**src/source/ltsm_pkg.sv**
```systemverilog
package ltsm_pkg;

    // Link training states
    // Code 6 has no state and decodes as RESET
    typedef enum logic [2:0] {
        RESET      = 3'd0,
        SBINIT     = 3'd1,
        MBINIT     = 3'd2,
        MBTRAIN    = 3'd3,
        LINKINIT   = 3'd4,
        ACTIVE     = 3'd5,
        TRAINERROR = 3'd7
    } ltsm_state_t;

    // Sideband message kinds
    typedef enum logic [3:0] {
        OP_REQ = 4'd1,
        OP_RSP = 4'd2,
        OP_ERR = 4'd15
    } sb_opcode_t;

    // Opcode in the upper bits so the packed value matches frame bits 6 to 0
    typedef struct packed {
        sb_opcode_t  opcode;
        ltsm_state_t phase;
    } sb_msg_t;

    // Serial frame length
    // Bits 2:0 phase, bits 6:3 opcode, bit 7 even parity over bits 6:0
    localparam int SB_FRAME_W = 8;

endpackage

```
**src/source/sb_msg_if.sv**
```systemverilog
`timescale 1ns/10ps

// One sideband message moved with a four-phase req/ack handshake
interface sb_msg_if import ltsm_pkg::*; ();

    logic        req;
    logic        ack;
    sb_opcode_t  opcode;
    ltsm_state_t phase;

    // Source holds opcode and phase stable while req is high
    modport source (
        output req,
        output opcode,
        output phase,
        input  ack
    );

    modport sink (
        input  req,
        input  opcode,
        input  phase,
        output ack
    );

endinterface

```
**src/source/sb_frame_tx.sv**
```systemverilog
`timescale 1ns/10ps

module sb_frame_tx import ltsm_pkg::*; (
    input  logic   clk_100MHz,
    input  logic   reset,
    sb_msg_if.sink msg,
    output logic   sb_clk_o,
    output logic   sb_data_o
);

    localparam int CNT_W = $clog2(SB_FRAME_W);
    localparam logic [CNT_W-1:0] LAST_BIT = CNT_W'(SB_FRAME_W - 1);

    typedef enum logic [1:0] {
        TX_IDLE  = 2'd0,
        TX_SHIFT = 2'd1,
        TX_ACK   = 2'd2
    } tx_state_t;

    tx_state_t             tx_state;
    sb_msg_t               msg_w;
    logic [SB_FRAME_W-1:0] frame_w;
    logic [SB_FRAME_W-2:0] shift_q;
    logic [CNT_W-1:0]      bit_cnt;
    logic                  start;
    logic                  clk_q;
    logic                  data_q;
    logic                  ack_q;

    // Parity bit on top makes the whole frame even
    assign msg_w   = '{opcode: msg.opcode, phase: msg.phase};
    assign frame_w = {^msg_w, msg_w};
    assign start   = (tx_state == TX_IDLE) && msg.req;

    always_ff @(posedge clk_100MHz) begin
        if (reset) begin
            tx_state <= TX_IDLE;
            bit_cnt  <= '0;
            clk_q    <= 1'b0;
            data_q   <= 1'b0;
            ack_q    <= 1'b0;
        end else begin
            case (tx_state)
                TX_IDLE: begin
                    // Bit 0 goes out together with the first strobe
                    if (start) begin
                        tx_state <= TX_SHIFT;
                        bit_cnt  <= '0;
                        clk_q    <= 1'b1;
                        data_q   <= frame_w[0];
                    end
                end
                TX_SHIFT: begin
                    if (bit_cnt == LAST_BIT) begin
                        tx_state <= TX_ACK;
                        clk_q    <= 1'b0;
                        data_q   <= 1'b0;
                        ack_q    <= 1'b1;
                    end else begin
                        bit_cnt <= bit_cnt + 1'b1;
                        data_q  <= shift_q[0];
                    end
                end
                TX_ACK: begin
                    // Hold ack until the source lets go of req
                    if (!msg.req) begin
                        tx_state <= TX_IDLE;
                        ack_q    <= 1'b0;
                    end
                end
                default: begin
                    tx_state <= TX_IDLE;
                end
            endcase
        end
    end

    // Remaining bits, next one always in bit 0
    always_ff @(posedge clk_100MHz) begin
        if (start) begin
            shift_q <= frame_w[SB_FRAME_W-1:1];
        end else if (tx_state == TX_SHIFT) begin
            shift_q <= shift_q >> 1;
        end
    end

    assign msg.ack   = ack_q;
    assign sb_clk_o  = clk_q;
    assign sb_data_o = data_q;

endmodule

```
**src/source/sb_frame_rx.sv**
```systemverilog
`timescale 1ns/10ps

module sb_frame_rx import ltsm_pkg::*; (
    input  logic     clk_100MHz,
    input  logic     reset,
    input  logic     sb_clk_i,
    input  logic     sb_data_i,
    sb_msg_if.source msg
);

    localparam int CNT_W = $clog2(SB_FRAME_W);
    localparam logic [CNT_W-1:0] LAST_BIT = CNT_W'(SB_FRAME_W - 1);

    logic [CNT_W-1:0]      bit_cnt;
    logic [SB_FRAME_W-2:0] shift_q;
    logic [SB_FRAME_W-1:0] frame_w;
    logic                  frame_end;
    logic                  parity_ok;
    logic                  accept;
    logic                  req_q;
    sb_msg_t               msg_q;

    // Full frame is visible while its last bit is on the pin
    assign frame_w   = {sb_data_i, shift_q};
    assign frame_end = sb_clk_i && (bit_cnt == LAST_BIT);
    assign parity_ok = ~^frame_w;

    // Drop the frame if the previous message is still in its handshake
    assign accept = frame_end && parity_ok && !req_q && !msg.ack;

    // Idle strobe cycles bring the counter back to bit 0
    always_ff @(posedge clk_100MHz) begin
        if (reset) begin
            bit_cnt <= '0;
        end else if (!sb_clk_i || frame_end) begin
            bit_cnt <= '0;
        end else begin
            bit_cnt <= bit_cnt + 1'b1;
        end
    end

    // LSB first, so new bits enter at the top
    always_ff @(posedge clk_100MHz) begin
        if (sb_clk_i) begin
            shift_q <= {sb_data_i, shift_q[SB_FRAME_W-2:1]};
        end
    end

    always_ff @(posedge clk_100MHz) begin
        if (accept) begin
            msg_q <= sb_msg_t'(frame_w[SB_FRAME_W-2:0]);
        end
    end

    always_ff @(posedge clk_100MHz) begin
        if (reset) begin
            req_q <= 1'b0;
        end else if (accept) begin
            req_q <= 1'b1;
        end else if (req_q && msg.ack) begin
            req_q <= 1'b0;
        end
    end

    assign msg.req    = req_q;
    assign msg.opcode = msg_q.opcode;
    assign msg.phase  = msg_q.phase;

endmodule

```
**src/source/ltsm_timers.sv**
```systemverilog
`timescale 1ns/10ps

module ltsm_timers import ltsm_pkg::*; #(
    parameter int RESET_DWELL_CYCLES = 100,
    parameter int RETRY_CYCLES       = 100,
    parameter int TIMEOUT_CYCLES     = 800000
) (
    input  logic        clk_100MHz,
    input  logic        reset,
    input  ltsm_state_t state_i,
    input  logic        retry_restart_i,
    output logic        dwell_done_o,
    output logic        retry_expired_o,
    output logic        timeout_o
);

    localparam int DWELL_W   = $clog2(RESET_DWELL_CYCLES + 1);
    localparam int RETRY_W   = $clog2(RETRY_CYCLES + 1);
    localparam int TIMEOUT_W = $clog2(TIMEOUT_CYCLES + 1);

    localparam logic [DWELL_W-1:0]   DWELL_END   = DWELL_W'(RESET_DWELL_CYCLES);
    localparam logic [RETRY_W-1:0]   RETRY_END   = RETRY_W'(RETRY_CYCLES);
    localparam logic [TIMEOUT_W-1:0] TIMEOUT_END = TIMEOUT_W'(TIMEOUT_CYCLES);

    logic [DWELL_W-1:0]   dwell_cnt;
    logic [RETRY_W-1:0]   retry_cnt;
    logic [TIMEOUT_W-1:0] timeout_cnt;
    ltsm_state_t          prev_state_q;
    logic                 state_change;
    logic                 in_phase;

    assign state_change = (state_i != prev_state_q);
    assign in_phase     = state_i inside {SBINIT, MBINIT, MBTRAIN, LINKINIT};

    // All three counters saturate at their end value
    assign dwell_done_o    = (dwell_cnt == DWELL_END);
    assign retry_expired_o = (retry_cnt == RETRY_END);
    assign timeout_o       = (timeout_cnt == TIMEOUT_END);

    // Minimum time spent in RESET
    always_ff @(posedge clk_100MHz) begin
        if (reset) begin
            dwell_cnt <= '0;
        end else if (state_i != RESET) begin
            dwell_cnt <= '0;
        end else if (!dwell_done_o) begin
            dwell_cnt <= dwell_cnt + 1'b1;
        end
    end

    // Time in one training phase, cleared on any state change
    always_ff @(posedge clk_100MHz) begin
        if (reset) begin
            prev_state_q <= RESET;
            timeout_cnt  <= '0;
        end else begin
            prev_state_q <= state_i;
            if (state_change || !in_phase) begin
                timeout_cnt <= '0;
            end else if (!timeout_o) begin
                timeout_cnt <= timeout_cnt + 1'b1;
            end
        end
    end

    // Window for the partner to answer a request
    always_ff @(posedge clk_100MHz) begin
        if (reset) begin
            retry_cnt <= '0;
        end else if (retry_restart_i) begin
            retry_cnt <= '0;
        end else if (!retry_expired_o) begin
            retry_cnt <= retry_cnt + 1'b1;
        end
    end

endmodule

```
**src/source/ltsm_sequencer.sv**
```systemverilog
`timescale 1ns/10ps

module ltsm_sequencer import ltsm_pkg::*; (
    input  logic        clk_100MHz,
    input  logic        reset,
    input  logic        enable_i,
    input  logic        start_lt_i,
    input  logic        dwell_done_i,
    input  logic        retry_expired_i,
    input  logic        timeout_i,
    output logic        retry_restart_o,
    sb_msg_if.source    tx,
    sb_msg_if.sink      rx,
    output ltsm_state_t state_o,
    output logic        link_active_o
);

    ltsm_state_t state_q;
    ltsm_state_t state_d;
    ltsm_state_t tx_phase_q;
    sb_opcode_t  tx_opcode_q;
    logic        in_phase;
    logic        tx_req_q;
    logic        tx_busy;
    logic        sent_q;
    logic        launch;
    logic        rx_ack_q;
    logic        rx_take;
    logic        rsp_match;

    assign in_phase = state_q inside {SBINIT, MBINIT, MBTRAIN, LINKINIT};
    assign tx_busy  = tx_req_q || tx.ack;

    // Received message is valid in the cycle our ack is up
    assign rx_take   = rx.req && rx_ack_q;
    assign rsp_match = rx_take && (rx.opcode == OP_RSP) && (rx.phase == state_q);

    always_comb begin
        state_d = state_q;
        case (state_q)
            RESET: begin
                if (enable_i && start_lt_i && dwell_done_i) begin
                    state_d = SBINIT;
                end
            end
            SBINIT, MBINIT, MBTRAIN, LINKINIT: begin
                if (timeout_i) begin
                    state_d = TRAINERROR;
                end else if (rsp_match) begin
                    case (state_q)
                        SBINIT:  state_d = MBINIT;
                        MBINIT:  state_d = MBTRAIN;
                        MBTRAIN: state_d = LINKINIT;
                        default: state_d = ACTIVE;
                    endcase
                end
            end
            ACTIVE: begin
                state_d = ACTIVE;
            end
            TRAINERROR: begin
                // Error frame sent and its handshake closed
                if (sent_q && !tx_busy) begin
                    state_d = RESET;
                end
            end
            default: begin
                state_d = RESET;
            end
        endcase
    end

    // New request on phase entry, resend on retry expiry, one error frame
    always_comb begin
        launch = 1'b0;
        if (!tx_busy && (state_d == state_q)) begin
            if (in_phase) begin
                launch = !sent_q || retry_expired_i;
            end else if (state_q == TRAINERROR) begin
                launch = !sent_q;
            end
        end
    end

    always_ff @(posedge clk_100MHz) begin
        if (reset) begin
            state_q  <= RESET;
            tx_req_q <= 1'b0;
            sent_q   <= 1'b0;
            rx_ack_q <= 1'b0;
        end else begin
            state_q <= state_d;
            // Every received message is consumed, matching or not
            rx_ack_q <= rx.req;
            if (launch) begin
                tx_req_q <= 1'b1;
            end else if (tx.ack) begin
                tx_req_q <= 1'b0;
            end
            if (state_d != state_q) begin
                sent_q <= 1'b0;
            end else if (launch) begin
                sent_q <= 1'b1;
            end
        end
    end

    always_ff @(posedge clk_100MHz) begin
        if (launch) begin
            tx_opcode_q <= (state_q == TRAINERROR) ? OP_ERR : OP_REQ;
            tx_phase_q  <= state_q;
        end
    end

    assign retry_restart_o = launch;
    assign tx.req          = tx_req_q;
    assign tx.opcode       = tx_opcode_q;
    assign tx.phase        = tx_phase_q;
    assign rx.ack          = rx_ack_q;
    assign state_o         = state_q;
    assign link_active_o   = (state_q == ACTIVE);

endmodule

```
**src/source/ltsm_top.sv**
```systemverilog
`timescale 1ns/10ps

module ltsm_top import ltsm_pkg::*; #(
    parameter int RESET_DWELL_CYCLES = 100,
    parameter int RETRY_CYCLES       = 100,
    parameter int TIMEOUT_CYCLES     = 800000
) (
    input  logic        clk_100MHz,
    input  logic        reset,
    input  logic        enable_i,
    input  logic        start_lt_i,
    input  logic        sb_clk_i,
    input  logic        sb_data_i,
    output logic        sb_clk_o,
    output logic        sb_data_o,
    output ltsm_state_t ltsm_state_o,
    output logic        link_active_o
);

    ltsm_state_t state;
    logic        retry_restart;
    logic        dwell_done;
    logic        retry_expired;
    logic        timeout;

    // Messages to and from the link partner
    sb_msg_if tx_msg ();
    sb_msg_if rx_msg ();

    sb_frame_rx sb_frame_rx_i (
        .clk_100MHz (clk_100MHz),
        .reset      (reset),
        .sb_clk_i   (sb_clk_i),
        .sb_data_i  (sb_data_i),
        .msg        (rx_msg.source)
    );

    ltsm_timers #(
        .RESET_DWELL_CYCLES (RESET_DWELL_CYCLES),
        .RETRY_CYCLES       (RETRY_CYCLES),
        .TIMEOUT_CYCLES     (TIMEOUT_CYCLES)
    ) ltsm_timers_i (
        .clk_100MHz      (clk_100MHz),
        .reset           (reset),
        .state_i         (state),
        .retry_restart_i (retry_restart),
        .dwell_done_o    (dwell_done),
        .retry_expired_o (retry_expired),
        .timeout_o       (timeout)
    );

    ltsm_sequencer ltsm_sequencer_i (
        .clk_100MHz      (clk_100MHz),
        .reset           (reset),
        .enable_i        (enable_i),
        .start_lt_i      (start_lt_i),
        .dwell_done_i    (dwell_done),
        .retry_expired_i (retry_expired),
        .timeout_i       (timeout),
        .retry_restart_o (retry_restart),
        .tx              (tx_msg.source),
        .rx              (rx_msg.sink),
        .state_o         (state),
        .link_active_o   (link_active_o)
    );

    sb_frame_tx sb_frame_tx_i (
        .clk_100MHz (clk_100MHz),
        .reset      (reset),
        .msg        (tx_msg.sink),
        .sb_clk_o   (sb_clk_o),
        .sb_data_o  (sb_data_o)
    );

    assign ltsm_state_o = state;

endmodule

```
**config.mk**
```make
export PLATFORM = sky130hd
export DESIGN_NAME = ltsm_top
export DESIGN_NICKNAME = d
export VERILOG_FILES = /design/src/source/ltsm_pkg.sv /design/src/source/sb_msg_if.sv /design/src/source/sb_frame_tx.sv /design/src/source/sb_frame_rx.sv /design/src/source/ltsm_timers.sv /design/src/source/ltsm_sequencer.sv /design/src/source/ltsm_top.sv
export SDC_FILE = /design/constraint.sdc
export NUM_CORES = 1
export LEC_CHECK = 0
export ABC_AREA = 0
export BUFFER_PORTS_ARGS = -buffer_cell sky130_fd_sc_hd__buf_2
export CAP_MARGIN = 20
export CORE_MARGIN = 2
export CORE_UTILIZATION = 56
export DETAILED_ROUTE_END_ITERATION = 8
export PLACE_DENSITY_LB_ADDON = 0.12
export SYNTH_ARGS = -nofsm -noshare
export SYNTH_HDL_FRONTEND = slang
export SYNTH_HIERARCHICAL = 1
export SYNTH_SLANG_ARGS = --single-unit
```
**constraint.sdc**
```tcl
create_clock -name clk_100MHz -period 3.3 [get_ports clk_100MHz]
set_input_delay 0.165 -clock clk_100MHz [delete_from_list [all_inputs] [get_ports clk_100MHz]]
set_output_delay 0.165 -clock clk_100MHz [all_outputs]
set_load 0.02 [all_outputs]
```
# Word level (Yosys, flattened, before mapping)
# Cells that the tools add are included.
# word_totals
register_bits	83
inputBits	6
output_inout_bits	6
# op_classes
n_addsub	5
eq_ne	22
mux	32
reduce_logical	44
# op_table
cell	count
20-bit by 1-bit adder with 20-bit output, second input constant	1
20-bit equality test, second input constant	1
3-bit two-way mux	6
3-bit equality test, second input constant	5
7-bit by 1-bit adder with 7-bit output, second input constant	2
7-bit equality test, second input constant	2
7-bit two-way mux	2
1-bit two-way mux	13
1-bit logical AND	12
3-bit case mux with 4 select lines	1
3-bit AND reduction	4
2-bit nonzero test	5
2-bit OR reduction	5
3-bit case mux with 3 select lines	1
8-bit XNOR reduction	1
7-bit parity	1
3-bit by 1-bit adder with 3-bit output, second input constant	2
3-bit by 2-bit equality test with 1-bit output, second input constant	2
3-bit equality test	2
1-bit logical NOT	6
2-bit two-way mux	3
3-bit inequality test	2
1-bit case mux with 2 select lines	3
2-bit case mux with 3 select lines	1
15 further kinds	20

# Longest topological paths before layout
# depth
depth_word	10
mapped_depth	14
ltp_nobuf	12

# Hierarchy
# Netlist, hierarchy kept.
# by_module_without_submodules
module	instances	cells_each	area_each_um2	seq_area_each_um2
ltsm_timers	1	201	1760.4	740.7
sb_frame_tx	1	67	783.3	370.4
ltsm_sequencer	1	89	748.2	240.2
sb_frame_rx	1	36	646.9	500.5

# Worst setup path after synthesis
# Ideal clock, no wire load.
# synth_path
kind	register -> register
startpoint	register ltsm_timers_i.timeout_cnt[11]
endpoint	register ltsm_timers_i.retry_cnt[3]
t_arrival_ns	2.990
required_ns	3.222
slack_ns	0.233
stages_incl_launch_ff	13
n_path_buf	2
path_cell_list	dfxtp_1 or4_1 or4_4 nor2_4 clkbuf_1 nor3b_1 o31ai_1 o211ai_2 nor3_1 nor2_1 or2_2 clkbuf_1 nor3_1
# synth_between
elab_chain_len	7
# synth_rtl
item	line_no	text
from (decl)	ltsm_timers.sv:27	logic [TIMEOUT_W-1:0] timeout_cnt;
from (signal assigned)	ltsm_timers.sv:61	timeout_cnt <= timeout_cnt + 1'b1;
20-bit equality test	ltsm_timers.sv:38	assign timeout_o = (timeout_cnt == TIMEOUT_END);
via timeout	ltsm_top.sv:24	logic timeout;
3-bit two-way mux	ltsm_sequencer.sv:47	if (timeout_i) begin
3-bit case mux with 4 select lines	ltsm_sequencer.sv:40	case (state_q)
3-bit equality test	ltsm_sequencer.sv:76	if (!tx_busy && (state_d == state_q)) begin
1-bit logical AND	ltsm_sequencer.sv:76	
1-bit two-way mux	ltsm_sequencer.sv:76	
via retry_restart	ltsm_top.sv:21	logic retry_restart;
2-bit OR reduction (no line)	n/a	
to (signal assigned)	ltsm_timers.sv:73	retry_cnt <= retry_cnt + 1'b1;
to (decl)	ltsm_timers.sv:26	logic [RETRY_W-1:0] retry_cnt;
# The timed path passes the listed nets, and every way through them passes these cells.
# A chain may end at the register's enable or synchronous reset.

# Final worst setup path
# Same ends and word-level chain as after synthesis.

==> impl_summary.md <==
Cells and area
For this run, the post-layout net count is 420. The repair_antennas step left the layout with diodes totalling 0. The number of inserted filler cells in the final layout is 585. The post-route netlist has 14.2% of its cells at a drive strength greater than 1.

The storage element area is 1850 µm². The area growth from synthesis to layout is 8.01%. The multi-input combinational cells in the finished layout cover a total of 1950 µm².

STA
The total count of hold-check failures in the final report came to 0. The smallest clock period supported by the final layout is computed as 3.00 ns. In this run the tightest slew margin relative to its limit is 49.0%. The setup clock skew after layout is 0.00575 ns.

The sum of negative setup slack is 0 ns. The slew at the pin closest to its max-slew limit is 0.764 ns. The highest achievable clock rate is 333 MHz. The number of failing setup endpoints in the final timing report is 0. Final hold analysis gives a worst-case slack of 0.150 ns.

Setup repair after global routing left no endpoint under its margin. The worst path uses 91.0% of the clock period. The final max-slew violation count is 0.

Clock tree
The buffer depth of the longest clock path is 2. Clock tree synthesis found a total of 80 sinks. The H-tree depth reported by CTS is 3. The clock latency reported for the late side of the worst-skew pair is 0.34 ns.

Clock tree synthesis selected as its root buffer the cell clkbuf_8. The clock-pin slew on the worst setup and hold paths is 0.08 ns. TritonCTS built the clock tree.

The TritonCTS buffer count is 9. The post-CTS setup-driven buffer insertion count is 0.

Setup path
The launching element type of the critical path is a flip-flop. The worst setup path is captured at a flip-flop. The kind of critical path is reg -> reg. Along the worst path, the maximum fanout reaches 12. The critical path data required time is 3.57 ns. The critical path arrival is 3.27 ns.

Yosys
The mean instance size in the synthesized netlist is 10.0 µm². Counting every instance in the synthesized netlist gives 393. The number of enable-type register cells in the synthesized netlist is 25. The most used flip-flop cell after synthesis is dfxtp_1. After synthesis the cells add up to 3940 µm². The async set or reset register ratio after synthesis is 0%.

Sequential cells were found to cover 47.0% of the synthesized design area. For this run, the number of Yosys warnings is 6. The number of nets produced by synthesis is 410. The total of flip-flops plus latches after synthesis is 80.

In this run, distinct cell masters in the synthesized netlist total 60.

Global route
Global routing consumed, over all layers together, 18.9% of the routing resources. The via count of the first global-routing pass is 2551. The first global-routing pass estimated 11300 µm of wire. The total congestion overflow is 0. The largest net degree at the start of global routing is 28. The number of antenna violations at the first check in global routing was 0.

Placed design
Buffers placed on the I/O ports in this run total 11. The final weighted congestion in routability-driven placement is 0.768. The half-perimeter wire length after placement is 4680 µm.

Drt
The violation count after the first detailed-routing iteration is 189. The total via count in the routed design is 2778. Summed over all layers, the routed wires come to 6750 µm. The detailed-router iteration count before antenna repair is 4. In the final routed layout, each cell accounts on average for 13.4 µm.

The detail route stage leaves a number of antenna-violating nets equal to 0. After detailed routing, the number of vias per cell comes to 5.51. After detailed routing, the number of remaining DRC violations is 0.

Pwr
The maximum VDD drop is 0.251 mV. The total power density per cell area is 494 nW/µm². Summed over all cells, the static leakage comes to 0.00155 µW.

Floorplan
The floorplan step defined a die boundary enclosing 7720 µm². The die is 87.9 µm wide. The I/O pin total is 12. The height of the chip is 87.9 µm.

For this configuration, the core starts out at a cell density of 58.0%. The number of placement rows is 30. The floorplan core area is 6790 µm².

Run status
The flow ran to the end, and the final reports show no timing, DRC or antenna violations.

Flow run
The reported max-cap violation count is 0.

Hold path
In this run the worst hold path is classified as in -> reg.
kinds of logic (layout without fill, tap and decap cells):
group	after synthesis	in the layout	synth area share, %
AOI/OAI and AO/OA	58	58	9.63
xor gates and xnor gates	38	38	9.15
adders and majority gates	11	11	3.49
buffers and inverters	31	46	3.72
DFF	80	80	47.0
muxes	8	8	2.80
other	1	1	0.0952
and+or+nand+nor	166	166	24.1
sequential cells by signal (all words and copies together) (netlist names), 4 cells and up:
name,count
ltsm_timers_i/timeout_cnt,20
sb_frame_rx_i/msg.opcode,4
ltsm_timers_i/retry_cnt,7
sb_frame_tx_i/shift_q,7
sb_frame_rx_i/shift_q,7
ltsm_timers_i/dwell_cnt,7
final cells by class:
class / count / share of cell area, %
Multi-Input combinational cell: 282 / 45.7
Tap cell: 96 / 2.82
Clock inverter: 5 / 1.35
Clock buffer: 11 / 3.09
Inverter: 14 / 1.24
Timing Repair Buffer: 16 / 2.24
Sequential cell: 80 / 43.5
what timing repair did:
action	in CTS	in global routing
hold buffers	1	0
gates resized for setup	0	1
setup endpoints to repair	0	2
endpoints found under the hold margin	1	0
stage by stage:
stage / total power, µW / std cells / setup WS (ns) / instance area, µm² / util, %
floorplan: 1380 / 393 / 0.233 / 3940 / -
global placement: 1420 / 487 / 0.241 / 4050 / 59.6
detailed placement: 1440 / 487 / 0.173 / 4050 / 59.6
CTS: 2130 / 504 / 0.157 / 4250 / 62.5
global route: 2210 / 504 / 0.0472 / 4250 / 62.6
finish: 2100 / 504 / 0.295 / 4250 / 62.6
critical path, stage by stage, from the launching register on:
cell	delay, ns
dfxtp_1	0.35
or4_1	0.55
or4_4	0.54
nor2_4	0.27
nor3b_1	0.08
o31ai_1	0.12
o211ai_2	0.15
nor3_2	0.17
nor2_1	0.14
or2_2	0.36
nor3_1	0.18
cells in the final DEF (no fill, tap or decap), types with 4 or more instances in the layout:
cell type / instances
a31o_2: 4
dfxtp_1: 55
xor2_1: 20
nand2b_1: 4
o21ai_0: 11
and3_1: 8
a31oi_1: 4
nor4_1: 7
nor2_1: 34
a21oi_1: 20
a211oi_1: 4
or3_1: 6
clkbuf_8: 9
xnor2_1: 16
buf_2: 11
ha_1: 11
inv_1: 14
buf_4: 4
nand4_1: 8
nand3_1: 23
nand2_1: 19
edfxtp_1: 25
nor3_2: 5
nor2b_1: 10
mux2_4: 6
nor3_1: 11
per-layer routing:
layer	share of wire (%)	wire, µm	GRT usage (%)
met1	48	3260	23.3
met2	47	3190	31.3
met3	2.7	180	4.34
met4	1.7	114	9.23
met5	0	0	0
final timing paths:
check,from,end,slack [ns],depth (start not counted)
min reg2reg,sb_frame_rx_i/bit_cnt[0],sb_frame_rx_i/bit_cnt[0],0.43,1
max reg2reg,ltsm_timers_i/timeout_cnt[11],ltsm_timers_i/retry_cnt[3],0.30,10
min,sb_clk_i,sb_frame_rx_i/shift_q[5],0.15,1
max,ltsm_timers_i/timeout_cnt[11],ltsm_timers_i/retry_cnt[3],0.30,10
power breakdown:
part           internal, µW  switching (µW)  leakage [µW]
registers              1080            57.9      0.000681
logic                   132             140      0.000780
clock network           349             340     0.0000872
synth_stat cells (3+ instances only):
cell type	instances	area (µm²)
dfxtp_1	55	1100
nor2_1	34	128
edfxtp_1	25	751
nand3_1	23	115
a21oi_1	20	100
xor2_1	20	175
nand2_1	19	71.3
xnor2_1	16	140
inv_1	14	52.6
nor3_1	12	60.1
o21ai_0	12	60.1
ha_1	11	138
nor2b_1	10	62.6
and3_1	8	50.1
nand4_1	8	50.1
nor4_1	7	43.8
buf_2	6	30.0
mux2_4	6	90.1
or3_1	6	37.5
clkbuf_1	5	18.8
a211oi_1	4	30.0
a31o_2	4	35.0
a31oi_1	4	25.0
buf_4	4	30.0
nand2b_1	4	25.0
nor3_2	4	40.0
and2_1	3	18.8
nand4b_1	3	26.3
nor3b_1	3	22.5
nor4_2	3	37.5
nor4b_1	3	26.3
or4_1	3	22.5
Note: power is estimated with default switching activity, not from simulation.
